## config.mk

```make
export PLATFORM = sky130hd
export DESIGN_NAME = fetch_frontend
export DESIGN_NICKNAME = d
export VERILOG_FILES = /design/src/design/fetch_pkg.sv /design/src/design/wb_pkg.sv /design/src/design/fetch_frontend.sv /design/src/design/fetch_queue.sv /design/src/design/bht.sv /design/src/design/instr_scan.sv /design/src/design/thread_ctx.sv
export VERILOG_INCLUDE_DIRS = /design/src /design/src/design
export SDC_FILE = /design/constraint.sdc
export NUM_CORES = 1
export LEC_CHECK = 0
export BUFFER_PORTS_ARGS = -buffer_cell sky130_fd_sc_hd__buf_2
export CORE_AREA = 2 2 229 231
export DETAILED_ROUTE_END_ITERATION = 10
export DIE_AREA = 0 0 231 233
export PLACE_DENSITY = 0.76
export SLEW_MARGIN = 20
export SYNTH_ARGS = -nofsm -noshare
export SYNTH_HDL_FRONTEND = slang
export SYNTH_HIERARCHICAL = 1
export SYNTH_SLANG_ARGS = --single-unit
```

## constraint.sdc

```tcl
create_clock -name clk_i -period 3.5 [get_ports clk_i]
set_input_delay 0.35 -clock clk_i [delete_from_list [all_inputs] [get_ports clk_i]]
set_output_delay 0.35 -clock clk_i [all_outputs]
set_load 0.03 [all_outputs]
```

## src/design/fetch_macros.svh

```systemverilog
// shared sizes for the two-thread fetch frontend
// FE_TID_W must hold FE_NUM_THREADS - 1
// FE_BHT_ENTRIES and FE_QUEUE_DEPTH are expected to be powers of two
// the history table is indexed from PC bit 2 upwards
`ifndef FETCH_MACROS_SVH
`define FETCH_MACROS_SVH

// address and instruction width
`define FE_XLEN 32

// hardware threads and the width of a thread id
`define FE_NUM_THREADS 2
`define FE_TID_W 1

// predictor and queue sizes
`define FE_BHT_ENTRIES 16
`define FE_QUEUE_DEPTH 4

// thread t boots at boot_addr_i + t * stride
`define FE_THREAD_STRIDE 32'h0000_0100

`endif
```

## src/design/fetch_pkg.sv

```systemverilog
// types exchanged between fetch, the predictor and the backend
// only uncompressed RV32 instructions are described
// JALR is recognised but never predicted
package fetch_pkg;

  `include "fetch_macros.svh"

  // control-flow class of a fetched instruction
  typedef enum logic [1:0] {
    NoCF,
    Branch,
    Jump,
    JumpR
  } cf_e;

  // source of an external redirect
  typedef enum logic {
    RedirRet,
    RedirTrap
  } redir_kind_e;

  // decoded view of one instruction word
  typedef struct packed {
    logic                is_branch;
    logic                is_jal;
    logic                is_jalr;
    logic [`FE_XLEN-1:0] imm;
  } scan_t;

  // one entry handed to decode
  typedef struct packed {
    logic [`FE_XLEN-1:0]  pc;
    logic [`FE_XLEN-1:0]  instr;
    logic [`FE_TID_W-1:0] thread_id;
    cf_e                  cf;
    logic                 predict_taken;
    logic [`FE_XLEN-1:0]  predict_target;
    logic                 fault;
  } fetch_entry_t;

  // branch outcome from execute
  typedef struct packed {
    logic                 valid;
    logic [`FE_TID_W-1:0] thread_id;
    logic [`FE_XLEN-1:0]  pc;
    logic                 is_branch;
    logic                 taken;
    logic                 mispredict;
    logic [`FE_XLEN-1:0]  target;
  } resolve_t;

  // exception entry or return for one thread
  typedef struct packed {
    logic                 valid;
    redir_kind_e          kind;
    logic [`FE_TID_W-1:0] thread_id;
    logic [`FE_XLEN-1:0]  target;
  } redirect_t;

  // history table write port
  typedef struct packed {
    logic                valid;
    logic [`FE_XLEN-1:0] pc;
    logic                taken;
  } bht_update_t;

endpackage

```

## src/design/wb_pkg.sv

```systemverilog
// Wishbone classic types for a read-only instruction master
// no write enable or byte selects, every transfer is one 32-bit word
// adr carries the byte address of a word aligned PC
package wb_pkg;

  `include "fetch_macros.svh"

  // --------------------
  // master to slave
  // --------------------
  typedef struct packed {
    logic                cyc;
    logic                stb;
    logic [`FE_XLEN-1:0] adr;
  } wb_req_t;

  // --------------------
  // slave to master
  // --------------------
  typedef struct packed {
    logic                ack;
    logic                err;
    logic [`FE_XLEN-1:0] dat;
  } wb_rsp_t;

endpackage

```

## src/design/fetch_frontend.sv

```systemverilog
// two-thread RV32 fetch frontend with a Wishbone classic master port
// one word per transfer, one transfer outstanding, no compressed code
// JAL and branches are predicted at fetch, JALR falls through
// a redirect in the cycle of an acknowledge drops that word, its thread
// refetches it later, so no entry is lost or repeated
`include "fetch_macros.svh"

module fetch_frontend (
  input  logic                    clk_i,
  input  logic                    rst_ni,
  input  logic [`FE_XLEN-1:0]     boot_addr_i,
  // instruction bus
  output wb_pkg::wb_req_t         wb_o,
  input  wb_pkg::wb_rsp_t         wb_i,
  // backend control
  input  fetch_pkg::resolve_t     resolve_i,
  input  fetch_pkg::redirect_t    redirect_i,
  // decode handshake
  output fetch_pkg::fetch_entry_t entry_o,
  output logic                    entry_valid_o,
  input  logic                    entry_ready_i
);

  logic                    busy_q;
  logic                    discard_q;
  logic [`FE_TID_W-1:0]    busy_tid_q;
  logic [`FE_XLEN-1:0]     adr_q;
  logic                    start;
  logic                    done;
  logic                    accept;

  logic                    mispredict;
  logic                    redir_valid;
  logic [`FE_TID_W-1:0]    redir_tid;
  logic [`FE_XLEN-1:0]     redir_pc;

  logic [`FE_TID_W-1:0]    cur_tid;
  logic [`FE_XLEN-1:0]     cur_pc;
  logic                    pc_write;
  logic [`FE_TID_W-1:0]    pc_write_tid;
  logic [`FE_XLEN-1:0]     pc_write_val;

  fetch_pkg::scan_t        scan;
  fetch_pkg::bht_update_t  bht_update;
  logic                    bht_valid;
  logic                    bht_taken;
  logic                    branch_taken;
  logic [`FE_XLEN-1:0]     seq_pc;
  fetch_pkg::fetch_entry_t new_entry;
  logic                    q_space;

  // --------------------
  // redirects
  // --------------------
  // a mispredict wins over a trap or an exception return
  assign mispredict  = resolve_i.valid && resolve_i.mispredict;
  assign redir_valid = mispredict || redirect_i.valid;
  assign redir_tid   = mispredict ? resolve_i.thread_id : redirect_i.thread_id;
  assign redir_pc    = mispredict ? resolve_i.target : redirect_i.target;

  // --------------------
  // bus master
  // --------------------
  assign start  = !busy_q && q_space;
  assign done   = busy_q && (wb_i.ack || wb_i.err);
  assign accept = done && !discard_q && !redir_valid;

  always_ff @(posedge clk_i or negedge rst_ni) begin
    if (!rst_ni) begin
      busy_q     <= 1'b0;
      discard_q  <= 1'b0;
      busy_tid_q <= '0;
    end else if (start) begin
      busy_q     <= 1'b1;
      busy_tid_q <= cur_tid;
      discard_q  <= redir_valid && (redir_tid == cur_tid);
    end else if (done) begin
      busy_q    <= 1'b0;
      discard_q <= 1'b0;
    end else if (busy_q && redir_valid && redir_tid == busy_tid_q) begin
      discard_q <= 1'b1;
    end
  end

  always_ff @(posedge clk_i) begin
    if (start) begin
      adr_q <= cur_pc;
    end
  end

  assign wb_o.cyc = busy_q;
  assign wb_o.stb = busy_q;
  assign wb_o.adr = adr_q;

  // --------------------
  // prediction
  // --------------------
  assign seq_pc       = adr_q + `FE_XLEN'(4);
  // static fallback: backward taken, forward not taken
  assign branch_taken = bht_valid ? bht_taken : scan.imm[`FE_XLEN-1];

  always_comb begin
    new_entry.pc             = adr_q;
    new_entry.instr          = wb_i.dat;
    new_entry.thread_id      = busy_tid_q;
    new_entry.fault          = wb_i.err;
    new_entry.cf             = fetch_pkg::NoCF;
    new_entry.predict_taken  = 1'b0;
    new_entry.predict_target = seq_pc;
    if (!wb_i.err) begin
      if (scan.is_jal) begin
        new_entry.cf             = fetch_pkg::Jump;
        new_entry.predict_taken  = 1'b1;
        new_entry.predict_target = adr_q + scan.imm;
      end else if (scan.is_branch) begin
        new_entry.cf            = fetch_pkg::Branch;
        new_entry.predict_taken = branch_taken;
        if (branch_taken) begin
          new_entry.predict_target = adr_q + scan.imm;
        end
      end else if (scan.is_jalr) begin
        new_entry.cf = fetch_pkg::JumpR;
      end
    end
  end

  assign bht_update.valid = resolve_i.valid && resolve_i.is_branch;
  assign bht_update.pc    = resolve_i.pc;
  assign bht_update.taken = resolve_i.taken;

  // --------------------
  // next PC
  // --------------------
  assign pc_write     = redir_valid || accept;
  assign pc_write_tid = redir_valid ? redir_tid : busy_tid_q;
  assign pc_write_val = redir_valid ? redir_pc : new_entry.predict_target;

  thread_ctx i_thread_ctx (
    .clk_i       (clk_i),
    .rst_ni      (rst_ni),
    .boot_addr_i (boot_addr_i),
    .write_i     (pc_write),
    .write_tid_i (pc_write_tid),
    .write_pc_i  (pc_write_val),
    .advance_i   (done),
    .cur_tid_o   (cur_tid),
    .cur_pc_o    (cur_pc)
  );

  instr_scan i_instr_scan (
    .instr_i (wb_i.dat),
    .scan_o  (scan)
  );

  bht i_bht (
    .clk_i    (clk_i),
    .rst_ni   (rst_ni),
    .pc_i     (adr_q),
    .update_i (bht_update),
    .valid_o  (bht_valid),
    .taken_o  (bht_taken)
  );

  fetch_queue i_fetch_queue (
    .clk_i      (clk_i),
    .rst_ni     (rst_ni),
    .push_i     (accept),
    .entry_i    (new_entry),
    .kill_i     (redir_valid),
    .kill_tid_i (redir_tid),
    .space_o    (q_space),
    .entry_o    (entry_o),
    .valid_o    (entry_valid_o),
    .ready_i    (entry_ready_i)
  );

  // classic cycle ends only on a slave termination
  a_cyc_held : assert property (@(posedge clk_i) disable iff (!rst_ni)
    $fell(wb_o.cyc) |-> $past(wb_i.ack || wb_i.err));

endmodule

```

## src/design/fetch_queue.sv

```systemverilog
// circular fetch queue towards decode
// a kill clears the live bit of every slot of one thread; dead heads are
// popped one per cycle with valid_o low, so space returns gradually
// a head hit by a kill in the current cycle is already hidden
`include "fetch_macros.svh"

module fetch_queue (
  input  logic                    clk_i,
  input  logic                    rst_ni,
  input  logic                    push_i,
  input  fetch_pkg::fetch_entry_t entry_i,
  input  logic                    kill_i,
  input  logic [`FE_TID_W-1:0]    kill_tid_i,
  output logic                    space_o,
  output fetch_pkg::fetch_entry_t entry_o,
  output logic                    valid_o,
  input  logic                    ready_i
);

  localparam int unsigned          depth    = `FE_QUEUE_DEPTH;
  localparam int unsigned          ptr_w    = $clog2(depth);
  localparam logic [ptr_w-1:0]     last_idx = ptr_w'(depth - 1);
  localparam logic [ptr_w:0]       full_cnt = (ptr_w + 1)'(depth);

  fetch_pkg::fetch_entry_t mem_q [depth];
  logic [depth-1:0]        live_q;
  logic [ptr_w-1:0]        rd_ptr_q;
  logic [ptr_w-1:0]        wr_ptr_q;
  logic [ptr_w:0]          count_q;
  logic                    empty;
  logic                    head_kill;
  logic                    pop;

  assign empty     = (count_q == '0);
  assign entry_o   = mem_q[rd_ptr_q];
  assign head_kill = kill_i && (entry_o.thread_id == kill_tid_i);
  assign valid_o   = !empty && live_q[rd_ptr_q] && !head_kill;
  assign space_o   = (count_q < full_cnt);

  // handshake pop or silent drop of a dead head
  assign pop = (valid_o && ready_i) || (!empty && !live_q[rd_ptr_q]);

  always_ff @(posedge clk_i or negedge rst_ni) begin
    if (!rst_ni) begin
      live_q   <= '0;
      rd_ptr_q <= '0;
      wr_ptr_q <= '0;
      count_q  <= '0;
    end else begin
      if (kill_i) begin
        for (int i = 0; i < depth; i++) begin
          if (mem_q[i].thread_id == kill_tid_i) begin
            live_q[i] <= 1'b0;
          end
        end
      end
      if (pop) begin
        live_q[rd_ptr_q] <= 1'b0;
        rd_ptr_q         <= (rd_ptr_q == last_idx) ? '0 : rd_ptr_q + 1'b1;
      end
      if (push_i) begin
        live_q[wr_ptr_q] <= 1'b1;
        wr_ptr_q         <= (wr_ptr_q == last_idx) ? '0 : wr_ptr_q + 1'b1;
      end
      if (push_i && !pop) begin
        count_q <= count_q + 1'b1;
      end else if (!push_i && pop) begin
        count_q <= count_q - 1'b1;
      end
    end
  end

  always_ff @(posedge clk_i) begin
    if (push_i) begin
      mem_q[wr_ptr_q] <= entry_i;
    end
  end

  // the fetch side reserves a slot before it starts a bus transfer
  a_no_push_full : assert property (@(posedge clk_i) disable iff (!rst_ni)
    push_i |-> space_o);

  // an offered entry holds until decode takes it
  a_entry_stable : assert property (@(posedge clk_i) disable iff (!rst_ni)
    valid_o && !ready_i |=> $stable(entry_o));

endmodule

```

## src/design/bht.sv

```systemverilog
// branch history table of 2-bit saturating counters
// direct mapped on PC bits above the word offset, no tags,
// so aliasing branches share one counter
// read is combinational, an update is seen on the next cycle
`include "fetch_macros.svh"

module bht (
  input  logic                   clk_i,
  input  logic                   rst_ni,
  input  logic [`FE_XLEN-1:0]    pc_i,
  input  fetch_pkg::bht_update_t update_i,
  output logic                   valid_o,
  output logic                   taken_o
);

  localparam int unsigned idx_w = $clog2(`FE_BHT_ENTRIES);

  logic [1:0]                 cnt_q [`FE_BHT_ENTRIES];
  logic [`FE_BHT_ENTRIES-1:0] valid_q;
  logic [idx_w-1:0]           rd_idx;
  logic [idx_w-1:0]           up_idx;

  assign rd_idx = pc_i[idx_w+1:2];
  assign up_idx = update_i.pc[idx_w+1:2];

  // --------------------
  // lookup
  // --------------------
  assign valid_o = valid_q[rd_idx];
  assign taken_o = cnt_q[rd_idx][1];

  // --------------------
  // training
  // --------------------
  always_ff @(posedge clk_i or negedge rst_ni) begin
    if (!rst_ni) begin
      valid_q <= '0;
    end else if (update_i.valid) begin
      valid_q[up_idx] <= 1'b1;
    end
  end

  always_ff @(posedge clk_i) begin
    if (update_i.valid) begin
      if (!valid_q[up_idx]) begin
        // first outcome seeds a weak state in its direction
        cnt_q[up_idx] <= update_i.taken ? 2'd2 : 2'd1;
      end else if (update_i.taken && cnt_q[up_idx] != 2'd3) begin
        cnt_q[up_idx] <= cnt_q[up_idx] + 2'd1;
      end else if (!update_i.taken && cnt_q[up_idx] != 2'd0) begin
        cnt_q[up_idx] <= cnt_q[up_idx] - 2'd1;
      end
    end
  end

endmodule

```

## src/design/instr_scan.sv

```systemverilog
// control-flow decode of one uncompressed RV32 word
// imm is the J-type offset for JAL and the B-type offset otherwise,
// so it is only meaningful for JAL and conditional branches
`include "fetch_macros.svh"

module instr_scan (
  input  logic [`FE_XLEN-1:0] instr_i,
  output fetch_pkg::scan_t    scan_o
);

  localparam logic [6:0] opc_branch = 7'b1100011;
  localparam logic [6:0] opc_jal    = 7'b1101111;
  localparam logic [6:0] opc_jalr   = 7'b1100111;

  logic [6:0]          opcode;
  logic [`FE_XLEN-1:0] b_imm;
  logic [`FE_XLEN-1:0] j_imm;

  assign opcode = instr_i[6:0];

  // --------------------
  // immediates
  // --------------------
  // B-type: imm[12|10:5] in 31:25, imm[4:1|11] in 11:7
  assign b_imm = {{(`FE_XLEN - 12){instr_i[31]}}, instr_i[7], instr_i[30:25],
                  instr_i[11:8], 1'b0};

  // J-type: imm[20|10:1|11|19:12] in 31:12
  assign j_imm = {{(`FE_XLEN - 20){instr_i[31]}}, instr_i[19:12], instr_i[20],
                  instr_i[30:21], 1'b0};

  always_comb begin
    scan_o.is_branch = (opcode == opc_branch);
    scan_o.is_jal    = (opcode == opc_jal);
    scan_o.is_jalr   = (opcode == opc_jalr);
    scan_o.imm       = scan_o.is_jal ? j_imm : b_imm;
  end

endmodule

```

## src/design/thread_ctx.sv

```systemverilog
// per-thread program counters with a round-robin pointer
// the PCs load from boot_addr_i on the first clock after reset,
// during that cycle cur_pc_o already shows the boot value
// a write in the load cycle wins over the boot value for its thread
`include "fetch_macros.svh"

module thread_ctx (
  input  logic                 clk_i,
  input  logic                 rst_ni,
  input  logic [`FE_XLEN-1:0]  boot_addr_i,
  input  logic                 write_i,
  input  logic [`FE_TID_W-1:0] write_tid_i,
  input  logic [`FE_XLEN-1:0]  write_pc_i,
  input  logic                 advance_i,
  output logic [`FE_TID_W-1:0] cur_tid_o,
  output logic [`FE_XLEN-1:0]  cur_pc_o
);

  localparam logic [`FE_TID_W-1:0] last_tid = `FE_TID_W'(`FE_NUM_THREADS - 1);

  logic [`FE_XLEN-1:0]  pc_q    [`FE_NUM_THREADS];
  logic [`FE_XLEN-1:0]  boot_pc [`FE_NUM_THREADS];
  logic                 load_q;
  logic [`FE_TID_W-1:0] tid_q;

  // boot address of each thread
  always_comb begin
    for (int t = 0; t < `FE_NUM_THREADS; t++) begin
      boot_pc[t] = boot_addr_i + `FE_XLEN'(t) * `FE_THREAD_STRIDE;
    end
  end

  always_ff @(posedge clk_i or negedge rst_ni) begin
    if (!rst_ni) begin
      load_q <= 1'b1;
      tid_q  <= '0;
    end else begin
      load_q <= 1'b0;
      if (advance_i) begin
        tid_q <= (tid_q == last_tid) ? '0 : tid_q + 1'b1;
      end
    end
  end

  always_ff @(posedge clk_i) begin
    for (int t = 0; t < `FE_NUM_THREADS; t++) begin
      if (write_i && write_tid_i == `FE_TID_W'(t)) begin
        pc_q[t] <= write_pc_i;
      end else if (load_q) begin
        pc_q[t] <= boot_pc[t];
      end
    end
  end

  assign cur_tid_o = tid_q;
  assign cur_pc_o  = load_q ? boot_pc[tid_q] : pc_q[tid_q];

  // writers must name an existing thread
  a_write_tid_range : assert property (@(posedge clk_i) disable iff (!rst_ni)
    write_i |-> int'(write_tid_i) < `FE_NUM_THREADS);

endmodule

```

# After elaboration in Yosys (flattened, before gate mapping)
# Memory sizes are Yosys's and may differ from the RTL's. A register that Yosys moved wholly into a read port is not among the register bits.
# Cells that the tools add are included.
# op_classes
n_addsub	10
n_lt_le_gt_ge	9
n_eq_ne	13
mux	74
bitwise	10
reduce_logical	41
# op_table
op	n
$mux 32	9
$mux 35	2
$mux 1	42
$mux 33	1
$add 32x3->32 const B	1
$add 32x32->32	1
$add 32x9->32 const B	1
$logic_and 1x1->1	23
$eq 7x7->1 const B	3
$mux 20	1
$mux 4	4
$or 16x16->16	1
$mux 2	7
$lt 4x5->1 const B	2
$logic_not 1->1	9
$bmux 1 s4	2
$eq 1x1->1	7
$add 2x1->2 const B	3
$lt 2x3->1 const B	2
$mux 3	2
$reduce_bool 2->1	3
$and 4x4->4	1
$demux 1 s2	2
$demux 1 s4	1
other kinds (19)	27
# totals
register_bits	64
ram_bits	500
input_bits	173
out_inout_bits	136
word_cells	171
mem_count	3
# memory_table
name	words	word_bits	rd	rd_ports_with_merged_regs	write_ports	line	text
i_fetch_queue.mem_q	4	101	5	0	1	fetch_queue.sv:25	fetch_pkg::fetch_entry_t mem_q [depth];
i_thread_ctx.pc_q	2	32	1	0	2	thread_ctx.sv:21	logic [`FE_XLEN-1:0] pc_q [`FE_NUM_THREADS];
i_bht.cnt_q	16	2	2	1	1	bht.sv:18	logic [1:0] cnt_q [`FE_BHT_ENTRIES];

# Longest topological paths before layout
# Gate-level depths: netlist of the first run.
# depth
word_depth	11
mapped_depth	17
mapped_depth_nobuf	16

# Modules after synthesis
# Netlist of the first run, hierarchy kept.
# modules_own_cells
mod	instances	cells_per_inst	area_each_um2	seq_area_each_um2
fetch_queue	1	622	15389.8	12406.9
fetch_frontend	1	572	4474.3	1036.0
thread_ctx	1	443	4341.7	1973.1
bht	1	167	2482.4	1361.3
instr_scan	1	42	365.4	0.0

# Least setup slack after synthesis of the first run
# Ideal clock, no wire load.
# synth_path
kind	in2reg
start	input port resolve_i[68] (netlist name)
end	memory i_fetch_queue/mem_q[0][0] (netlist name), enable pin
setup_time_ns	0.472
arrival_ns	4.186
t_required_ns	3.028
slack_ns	-1.158
path_stages	6
n_path_buf	1
cell_sequence	and2_1 -> buf_4 -> nor2_1 -> clkinv_1 -> nor3_1 -> and2_1
# synth_via
elab_chain_cells	6
# synth_lines
element	line	text
start, declared	fetch_frontend.sv:16	input fetch_pkg::resolve_t resolve_i,
$logic_and 1x1->1	fetch_frontend.sv:56	assign mispredict = resolve_i.valid && resolve_i.mispredict;
$logic_or 1x1->1	fetch_frontend.sv:57	assign redir_valid = mispredict || redirect_i.valid;
net redir_valid	fetch_frontend.sv:33	logic redir_valid;
$logic_not 1->1	fetch_frontend.sv:66	assign accept = done && !discard_q && !redir_valid;
$logic_and 1x1->1	fetch_frontend.sv:66	
net accept	fetch_frontend.sv:30	logic accept;
$mux 1	fetch_queue.sv:74	if (push_i) begin
$mux 1 (implied by the code)	fetch_queue.sv:75	mem_q[wr_ptr_q] <= entry_i;
end, declared	fetch_queue.sv:25	
# The timed path passes the listed nets, and every way through them passes these cells.

==> results of run 1 <==
per-layer routing:
metal  part of all wire  wire (um)  vias up  global-route usage
met5            0.00018         13        -                   0
met4              0.027       1990        2              0.0869
met3              0.099       7370      114              0.0615
met2               0.47      34700      928               0.415
met1               0.41      30100     9230               0.375
li1                   -          -     8041                   -
kinds of logic (layout without fill, tap and decap cells):
logic type / after synthesis / after routing / synth area share
compound gates: 308 / 308 / 0.0734
xor+xnor: 89 / 89 / 0.0295
fa+ha+maj: 46 / 46 / 0.0218
buf+inv: 176 / 664 / 0.0359
flops: 564 / 564 / 0.620
mux: 212 / 212 / 0.137
other cells: 2 / 8 / 0.000278
simple gates: 449 / 449 / 0.0815
path summary, 6_finish.rpt:
kind                                   startpoint  slack, ns  cells past startpoint                         end
worst max-delay path                     adr_q[2]      -0.15                     14     i_thread_ctx/pc_q[0][1]
worst min-delay path                     wb_i[16]       0.03                      1  i_fetch_queue/mem_q[0][53]
worst max register to register           adr_q[2]      -0.15                     14     i_thread_ctx/pc_q[0][1]
worst min register to register  i_bht/valid_q[13]       0.53                      1           i_bht/valid_q[13]
max in group asynchronous                  rst_ni       2.54                      2   i_fetch_queue/rd_ptr_q[0]
min in group asynchronous                  rst_ni       0.36                      2           i_bht/valid_q[15]
timing repair:
action	in CTS	in global routing
hold buffers	20	0
gates cloned	1	2
endpoints found under the setup margin	69	83
pin swaps	13	59
hold endpoints to repair	101	0
resized for setup	72	139
setup buffers	19	39
synthesized netlist by cell type (all sizes together) (44+ instances only):
cell type,number
buf,96
nand2,175
nor2,72
mux4,122
edfxtp,532
nand3,54
ha,44
mux2i,50
a21oi,65
xor2,46
o21ai,91
clkbuf,54
sequential cells by signal (all words and copies together), names as in the netlist, 2 cells and up:
name,count
adr_q,32
i_fetch_queue/rd_ptr_q,2
i_bht/cnt_q,32
i_bht/valid_q,16
i_fetch_queue/live_q,4
i_fetch_queue/mem_q,404
i_fetch_queue/count_q,3
i_thread_ctx/pc_q,64
i_fetch_queue/wr_ptr_q,2
worst max-delay path, stage by stage, from the launching register on:
cell      delay (ns)
edfxtp_1        0.43
buf_12          0.16
mux4_2          0.52
mux4_2          0.54
mux2_4          0.35
a21oi_2         0.12
or2_4           0.24
inv_8           0.07
buf_4           0.14
buf_6           0.12
nand2_4         0.08
nand2_4         0.09
mux2i_4         0.18
a21oi_4         0.09
mux2_4          0.28
layout make-up:
cell class | count | area share
flip-flops and latches | 564 | 0.501
multi-input cells | 1106 | 0.302
repair buffers | 529 | 0.109
clock buffers | 69 | 0.0461
well taps | 680 | 0.0254
clock inverters | 41 | 0.0127
inverters | 25 | 0.00303
diodes | 6 | 0.000448
per-stage QoR:
| stage | total power [mW] | TNS [ns] |
|---|---|---|
| 3_3_place_gp | 18.9 | -24.69 |
| 6_report | 26.3 | -3.07 |
| 4_1_cts | 25.8 | -4.76 |
| 3_5_place_dp | 19.1 | -35.67 |
| 2_1_floorplan | 15.8 | -25.59 |
| 5_1_grt | 27.3 | -8.65 |
report_power, final:
group	leakage [nW]	switching [mW]	total (mW)	internal, mW
clock	0.949	2.62	6.36	3.74
sequential	5.26	0.514	9.22	8.70
combinational	6.14	6.52	10.7	4.23
==> results.sh, run 1 <==
export IMPL_timing_final_ws_setup_ns=-0.150
export IMPL_synthToLayoutAreaGrowth_pct=23.8
export IMPL_multiInputGateArea_mm2=0.0101
export IMPL_io_pins=309
export IMPL_placementRows=83
export IMPL_layout_nets=2504
export IMPL_max_cap_viol_count=0
export IMPL_routed_wl_um=74100
export IMPL_violations="negative setup slack"
export IMPL_synth_seq_cells=564
export IMPL_clock_sinks=564
export IMPL_synthCells=1846
export IMPL_hp_class="primary input to flop"
export IMPL_path_clk_slew_ns=0.06
export IMPL_utilization=0.655
export IMPL_grt_ovfl_total=0
export IMPL_nFillCells=3528
export IMPL_dpl_hpwl_um=49000
export IMPL_synth_top_area_frac=0.591
export IMPL_max_slew_margin=0.313
export IMPL_required_ns=3.87
export IMPL_ys_warn_count=6
export IMPL_fin_crit_ns=3.65
export IMPL_drt_initial_drc_count=1833
export IMPL_cts_buffer_depth=3
export IMPL_seq_area_frac_synth=0.620
export IMPL_dp_cells=2832
export IMPL_viasPerCell=6.06
export IMPL_syn_nets=2065
export IMPL_most_common_layout_cells="532 x edfxtp_1, 279 x buf_2, 191 x buf_4"
export IMPL_start_kind="flop"
export IMPL_max_vdd_ir_drop_mv=0.702
export IMPL_status="complete, but fails checks"
export IMPL_dieArea_mm2=0.0538
export IMPL_synth_top_flop_cell="edfxtp_1"
export IMPL_fin_worst_skew_ns=0.0262
export IMPL_antenna_found_initial=3
export IMPL_seq_area_mm2=0.0168
export IMPL_worstMarginPinSlew_ns=1.03
export IMPL_crit_type="flop to flop"
export IMPL_portBuffers=279
export IMPL_wire_per_inst_um=24.5
export IMPL_detail_route_antenna_nets=0
export IMPL_htree_levels=2
export IMPL_synth_top_area_cell="edfxtp_1"
export IMPL_post_place_ws_ns=-0.791
export IMPL_drt_pass1_iterations=5
export IMPL_gp_congestion=0.930
export IMPL_fin_cells=3020
export IMPL_powerDensity_mw_per_mm2=786
export IMPL_finalSetupViolCount=42
export IMPL_p_leak_nw=12.4
export IMPL_grt_pass1_vias=17672
export IMPL_clk_root_buffer_cell="clkbuf_16"
export IMPL_drc=0
export IMPL_syn_cell_area_mm2=0.0271
export IMPL_clk_latency_ns=0.63
export IMPL_core_mm2=0.0511
export IMPL_async_flop_share=0.0567
export IMPL_grt_total_usage=0.267
export IMPL_crit_path_end_kind="flop"
export IMPL_grt_pass1_wl_um=108000
export IMPL_rsz0062_at_grt="true"
export IMPL_whs_ns=0.0331
export IMPL_synth_edff_count=532
export IMPL_cts_tree="yes"
export IMPL_slew_violations=0
export IMPL_timing_hold_violations_final=0
export IMPL_mostFrequentLayoutCell="edfxtp_1"
export IMPL_die_w_um=231
export IMPL_synth_area_leaders="edfxtp_1 59%, mux4_2 9.9%, dfrtp_1 2.9%"
export IMPL_fmax_ghz=0.274
export IMPL_drive_above_1_share=0.385
export IMPL_vias=18315
export IMPL_postPlaceCellArea_mm2=0.0300
export IMPL_synth_cell_types=90
export IMPL_cp_arrival_ns=4.02
export IMPL_grt_max_degree=108
export IMPL_critPathMaxFanout=6
export IMPL_dieHeight_um=233
export IMPL_cts_inserted_buffers=59
export IMPL_design_area_mm2=0.0335
export IMPL_syn_area_per_cell_um2=14.7
export IMPL_start_util=0.529
export IMPL_timing_final_crit_share=1.04
Note: power is estimated with default switching activity, not from simulation.
==> inputs of run 2 (changes only) <==
--- a/config.mk
+++ b/config.mk
@@ -7,10 +7,10 @@
 export NUM_CORES = 1
 export LEC_CHECK = 0
 export BUFFER_PORTS_ARGS = -buffer_cell sky130_fd_sc_hd__buf_2
-export CORE_AREA = 2 2 229 231
+export CORE_AREA = 2 2 225 227
 export DETAILED_ROUTE_END_ITERATION = 10
-export DIE_AREA = 0 0 231 233
-export PLACE_DENSITY = 0.76
+export DIE_AREA = 0 0 227 229
+export PLACE_DENSITY = 0.75
 export SLEW_MARGIN = 20
 export SYNTH_ARGS = -nofsm -noshare
 export SYNTH_HDL_FRONTEND = slang
==> constraint.sdc (replaced) <==
create_clock -name clk_i -period 4.4 [get_ports clk_i]
set_input_delay 0.44 -clock clk_i [delete_from_list [all_inputs] [get_ports clk_i]]
set_output_delay 0.44 -clock clk_i [all_outputs]
set_load 0.03 [all_outputs]
==> results.sh, run 2 (synthesized netlist as in run 1, its figures left out) <==
export IMPL_multiInputGateArea_mm2=0.00932
export IMPL_fin_worst_skew_ns=0.0250
export IMPL_finalSetupViolCount=0
export IMPL_dp_cells=2728
export IMPL_timing_hold_violations_final=0
export IMPL_start_kind="flop"
export IMPL_grt_ovfl_total=0
export IMPL_grt_pass1_vias=17019
export IMPL_antenna_found_initial=7
export IMPL_largest_register="i_fetch_queue/mem_q"
export IMPL_nFillCells=3739
export IMPL_fin_cells=2837
export IMPL_crit_path_end_kind="flop"
export IMPL_clock_sinks=564
export IMPL_cts_inserted_buffers=57
export IMPL_slew_violations=0
export IMPL_die_w_um=227
export IMPL_wire_per_inst_um=23.9
export IMPL_path_clk_slew_ns=0.06
export IMPL_worstMarginPinSlew_ns=1.04
export IMPL_synthToLayoutAreaGrowth_pct=14.9
export IMPL_drc=0
export IMPL_max_slew_margin=0.310
export IMPL_r2r_cells=13
export IMPL_powerDensity_mw_per_mm2=628
export IMPL_mostFrequentLayoutCell="edfxtp_1"
export IMPL_hp_class="primary input to flop"
export IMPL_start_util=0.545
export IMPL_clk_root_buffer_cell="clkbuf_16"
export IMPL_clk_latency_ns=0.61
export IMPL_core_mm2=0.0497
export IMPL_viasPerCell=6.07
export IMPL_placementRows=82
export IMPL_p_leak_nw=11.3
export IMPL_drt_pass1_iterations=5
export IMPL_reg_largest_list="i_fetch_queue/mem_q x404, i_thread_ctx/pc_q x64"
export IMPL_grt_use_met2=0.408
export IMPL_status="finished clean"
export IMPL_htree_levels=2
export IMPL_use_met3=0.0453
export IMPL_max_vdd_ir_drop_mv=0.544
export IMPL_grt_total_usage=0.262
export IMPL_hold_depth=1
export IMPL_required_ns=4.76
export IMPL_use_met1=0.380
export IMPL_dieArea_mm2=0.0520
export IMPL_busiest_layer="met2"
export IMPL_largest_register_ffs=404
export IMPL_drive_above_1_share=0.304
export IMPL_fmax_ghz=0.244
export IMPL_critPathMaxFanout=14
export IMPL_grt_pass1_wl_um=102000
export IMPL_detail_route_antenna_nets=0
export IMPL_dpl_hpwl_um=46100
export IMPL_drt_initial_drc_count=1691
export IMPL_fin_crit_ns=4.10
export IMPL_vias=17224
export IMPL_rrSetupSlack_ns=0.30
export IMPL_cts_tree="yes"
export IMPL_routed_wl_um=67700
export IMPL_layout_nets=2335
export IMPL_cts_buffer_depth=3
export IMPL_max_cap_viol_count=0
export IMPL_io_pins=309
export IMPL_seq_area_mm2=0.0168
export IMPL_cp_arrival_ns=4.46
export IMPL_total_power_mw=19.5
export IMPL_crit_type="flop to flop"
export IMPL_portBuffers=279
export IMPL_gp_congestion=0.910
export IMPL_grt_max_degree=108
export IMPL_most_common_layout_cells="532 x edfxtp_1, 279 x buf_2, 173 x nand2_1"
export IMPL_dieHeight_um=229
export IMPL_rsz0062_at_grt="false"
export IMPL_timing_final_crit_share=0.932
==> run 2: worst paths after layout <==
kind,startpoint,endpoint
max in group asynchronous,rst_ni,i_fetch_queue/rd_ptr_q[1]
hold reg to reg,i_bht/valid_q[13],i_bht/valid_q[13]
setup / recovery,adr_q[2],i_thread_ctx/pc_q[0][23]
setup reg to reg,adr_q[2],i_thread_ctx/pc_q[0][23]
min in group asynchronous,rst_ni,i_bht/valid_q[15]
hold / removal,wb_i[11],i_fetch_queue/mem_q[1][48]
==> run 2: stage by stage <==
stage                     setup slack (ns)  utilization  setup TNS [ns]  hold slack (ns)  cell area [um2]
after floorplan                      0.599            -               0            0.144            27100
after global placement             -0.0611        0.588         -0.0611            0.461            29200
after detailed placement           -0.0651        0.588          -0.142            0.477            29200
after global routing                0.0684        0.626               0           0.0592            31100
after CTS                           0.0753        0.626               0           0.0543            31100
final                                0.300        0.626               0           0.0893            31100
==> run 2: routing by layer <==
| metal | up-vias | part of all wire | wire length, um |
|---|---|---|---|
| met1 | 8650 | 0.42 | 28300 |
| met4 | 6 | 0.030 | 2040 |
| met5 | - | 0.00071 | 48 |
| met2 | 778 | 0.46 | 31500 |
| met3 | 108 | 0.087 | 5860 |
| li1 | 7682 | - | - |
==> run 2: cell type report <==
type | instances | area share
inverters | 25 | 0.00314
clock inverters | 27 | 0.00870
flip-flops and latches | 564 | 0.540
repair buffers | 362 | 0.0695
well taps | 672 | 0.0271
multi-input cells | 1106 | 0.300
clock buffers | 79 | 0.0515
diodes | 2 | 0.000161
==> run 2: worst max-delay path, stage by stage, from the launching register on <==
cell and delay [ns]:
edfxtp_1 0.32, buf_4 0.22, mux4_2 0.53, mux4_2 0.52, mux2_2 0.35, a21oi_1 0.17
or2_2 0.18, clkinvlp_4 0.26, buf_4 0.26, nor2_1 0.13, a21oi_2 0.08, mux2i_1 0.36
a21oi_1 0.19, mux2_2 0.29
==> run 2: what timing repair did <==
item | in CTS | in global routing
hold buffers | 1 | 0
gates resized for setup | 0 | 7
setup buffers | 0 | 0
hold endpoints to repair | 31 | 0
endpoints found under the setup margin | 0 | 15
==> run 2: where the power goes <==
group          internal (mW)  switching (mW)  total, mW
clock network           2.83            1.99       4.82
logic                   2.70            4.47       7.17
registers               6.93           0.598       7.52
total                   12.5            7.05       19.5
==> inputs of run 3 (changes only) <==
--- a/config.mk
+++ b/config.mk
@@ -7,9 +7,9 @@
 export NUM_CORES = 1
 export LEC_CHECK = 0
 export BUFFER_PORTS_ARGS = -buffer_cell sky130_fd_sc_hd__buf_2
-export CORE_AREA = 2 2 225 227
+export CORE_AREA = 2 2 191 268
 export DETAILED_ROUTE_END_ITERATION = 10
-export DIE_AREA = 0 0 227 229
+export DIE_AREA = 0 0 193 270
 export PLACE_DENSITY = 0.75
 export SLEW_MARGIN = 20
 export SYNTH_ARGS = -nofsm -noshare
==> results.sh, run 3 (synthesized netlist as in run 1, its figures left out) <==
export IMPL_status="finished clean"
export IMPL_clock_sinks=564
export IMPL_grt_pass1_wl_um=101000
export IMPL_grt_total_usage=0.257
export IMPL_wire_per_inst_um=23.9
export IMPL_largest_register_ffs=404
export IMPL_htree_levels=2
export IMPL_min_from="wb_i[21]"
export IMPL_core_mm2=0.0498
export IMPL_timing_final_ws_setup_ns=0.234
export IMPL_clk_latency_ns=0.60
export IMPL_rrSetupSlack_ns=0.23
export IMPL_path_clk_slew_ns=0.06
export IMPL_cp_arrival_ns=4.64
export IMPL_antenna_found_initial=4
export IMPL_timing_final_crit_share=0.947
export IMPL_r2r_end="i_thread_ctx/pc_q[0][8]"
export IMPL_grt_pass1_vias=17091
export IMPL_vias=17126
export IMPL_start_kind="flop"
export IMPL_gp_congestion=0.888
export IMPL_fin_cells=2807
export IMPL_mostFrequentLayoutCell="edfxtp_1"
export IMPL_finalSetupViolCount=0
export IMPL_hp_class="primary input to flop"
export IMPL_dieHeight_um=270
export IMPL_cts_tree="yes"
export IMPL_r2r_cells=11
export IMPL_grt_max_degree=86
export IMPL_dpl_hpwl_um=46900
export IMPL_viasPerCell=6.10
export IMPL_critPathMaxFanout=12
export IMPL_crit_path_end_kind="flop"
export IMPL_drive_above_1_share=0.305
export IMPL_p_leak_nw=11.2
export IMPL_start_util=0.544
export IMPL_fin_worst_skew_ns=0.0276
export IMPL_fin_crit_ns=4.17
export IMPL_cts_inserted_buffers=51
export IMPL_max_cap_viol_count=0
export IMPL_layout_nets=2337
export IMPL_detail_route_antenna_nets=0
export IMPL_grt_ovfl_total=0
export IMPL_timing_hold_violations_final=0
export IMPL_timing_rr_start="adr_q[2]"
export IMPL_hold_depth=1
export IMPL_drc=0
export IMPL_max_vdd_ir_drop_mv=0.435
export IMPL_dieArea_mm2=0.0521
export IMPL_placementRows=97
export IMPL_postCtsSetupRepairBufs=0
export IMPL_slew_violations=0
export IMPL_slowest_delay_ns=0.67
export IMPL_crit_type="flop to flop"
export IMPL_largest_register="i_fetch_queue/mem_q"
export IMPL_rsz0062_at_grt="false"
export IMPL_fmax_ghz=0.240
export IMPL_max_slew_margin=0.293
export IMPL_total_power_mw=19.3
export IMPL_slowest_stage="o21ai_0"
export IMPL_reg_largest_list="i_fetch_queue/mem_q x404, i_thread_ctx/pc_q x64"
export IMPL_clk_root_buffer_cell="clkbuf_16"
export IMPL_drt_pass1_iterations=5
export IMPL_dp_cells=2707
export IMPL_synthToLayoutAreaGrowth_pct=14.4
export IMPL_post_place_ws_ns=-0.0371
export IMPL_min_to="i_fetch_queue/mem_q[3][58]"
export IMPL_worstMarginPinSlew_ns=1.06
export IMPL_whs_ns=0.0984
export IMPL_drt_initial_drc_count=1444
export IMPL_portBuffers=279
export IMPL_required_ns=4.87
export IMPL_cp_cell_sequence="buf_4 -> mux4_2 -> mux4_2 -> mux2_2 -> a21oi_1 -> or2_2 -> clkinv_1 -> o21ai_0 -> mux2i_1 -> o21ai_0 -> mux2_2"
export IMPL_powerDensity_mw_per_mm2=622
export IMPL_most_common_layout_cells="532 x edfxtp_1, 279 x buf_2, 173 x nand2_1"
export IMPL_io_pins=309
export IMPL_die_w_um=193
export IMPL_routed_wl_um=67000
export IMPL_cts_buffer_depth=3
## run 3: layout make-up
cell class | count | area, um2
flip-flops and latches | 564 | 16800
multi-input cells | 1106 | 9330
diodes | 4 | 10.0
fillers | 3730 | 18800
inverters | 25 | 93.8
clock buffers | 60 | 1330
repair buffers | 370 | 2180
clock inverters | 35 | 415
well taps | 643 | 805
## run 3: worst max-delay path, delay by kind of cell (launching register included)
family          cells  cell delay, ns
simple gates        1            0.13
flops               1            0.32
mux                 5            1.89
compound gates      3            1.10
buf+inv             2            0.59
## run 3: timing repair
action,CTS,global route
hold buffers,1,0
endpoints found under the hold margin,31,0
resized for setup,0,5
endpoints found under the setup margin,0,9
## run 3: worst max path at each step
stage                     startpoint                        to  slack, ns
after floorplan             adr_q[3]  i_thread_ctx/pc_q[0][17]       0.60
after global placement       wb_i[4]  i_thread_ctx/pc_q[1][28]     -0.009
after detailed placement     wb_i[4]  i_thread_ctx/pc_q[1][28]      -0.04
after CTS                   adr_q[2]  i_thread_ctx/pc_q[1][16]       0.02
after global routing        adr_q[2]  i_thread_ctx/pc_q[1][22]       0.02
final                       adr_q[2]   i_thread_ctx/pc_q[0][8]       0.23
## run 3: through the flow
stage               area (um2)  utilization  setup TNS [ns]
floorplan                27100            -               0
global placement         29200        0.586        -0.00866
detailed placement       29200        0.586         -0.0371
CTS                      30900        0.622               0
global route             30900        0.622               0
finish                   30900        0.622               0
## run 3: metal layers
layer,GRT usage,vias up,part of all wire
met5,0,-,0
met3,0.0309,127,0.065
met2,0.438,695,0.51
met4,0.0881,0,0.031
li1,-,7687,-
met1,0.342,8617,0.39
## run 3: report_power, final
group	internal (mW)	leakage [nW]	switching [mW]
sequential	6.93	5.26	0.578
clock	2.70	0.852	1.92
combinational	2.68	5.11	4.45
total	12.3	11.2	6.95
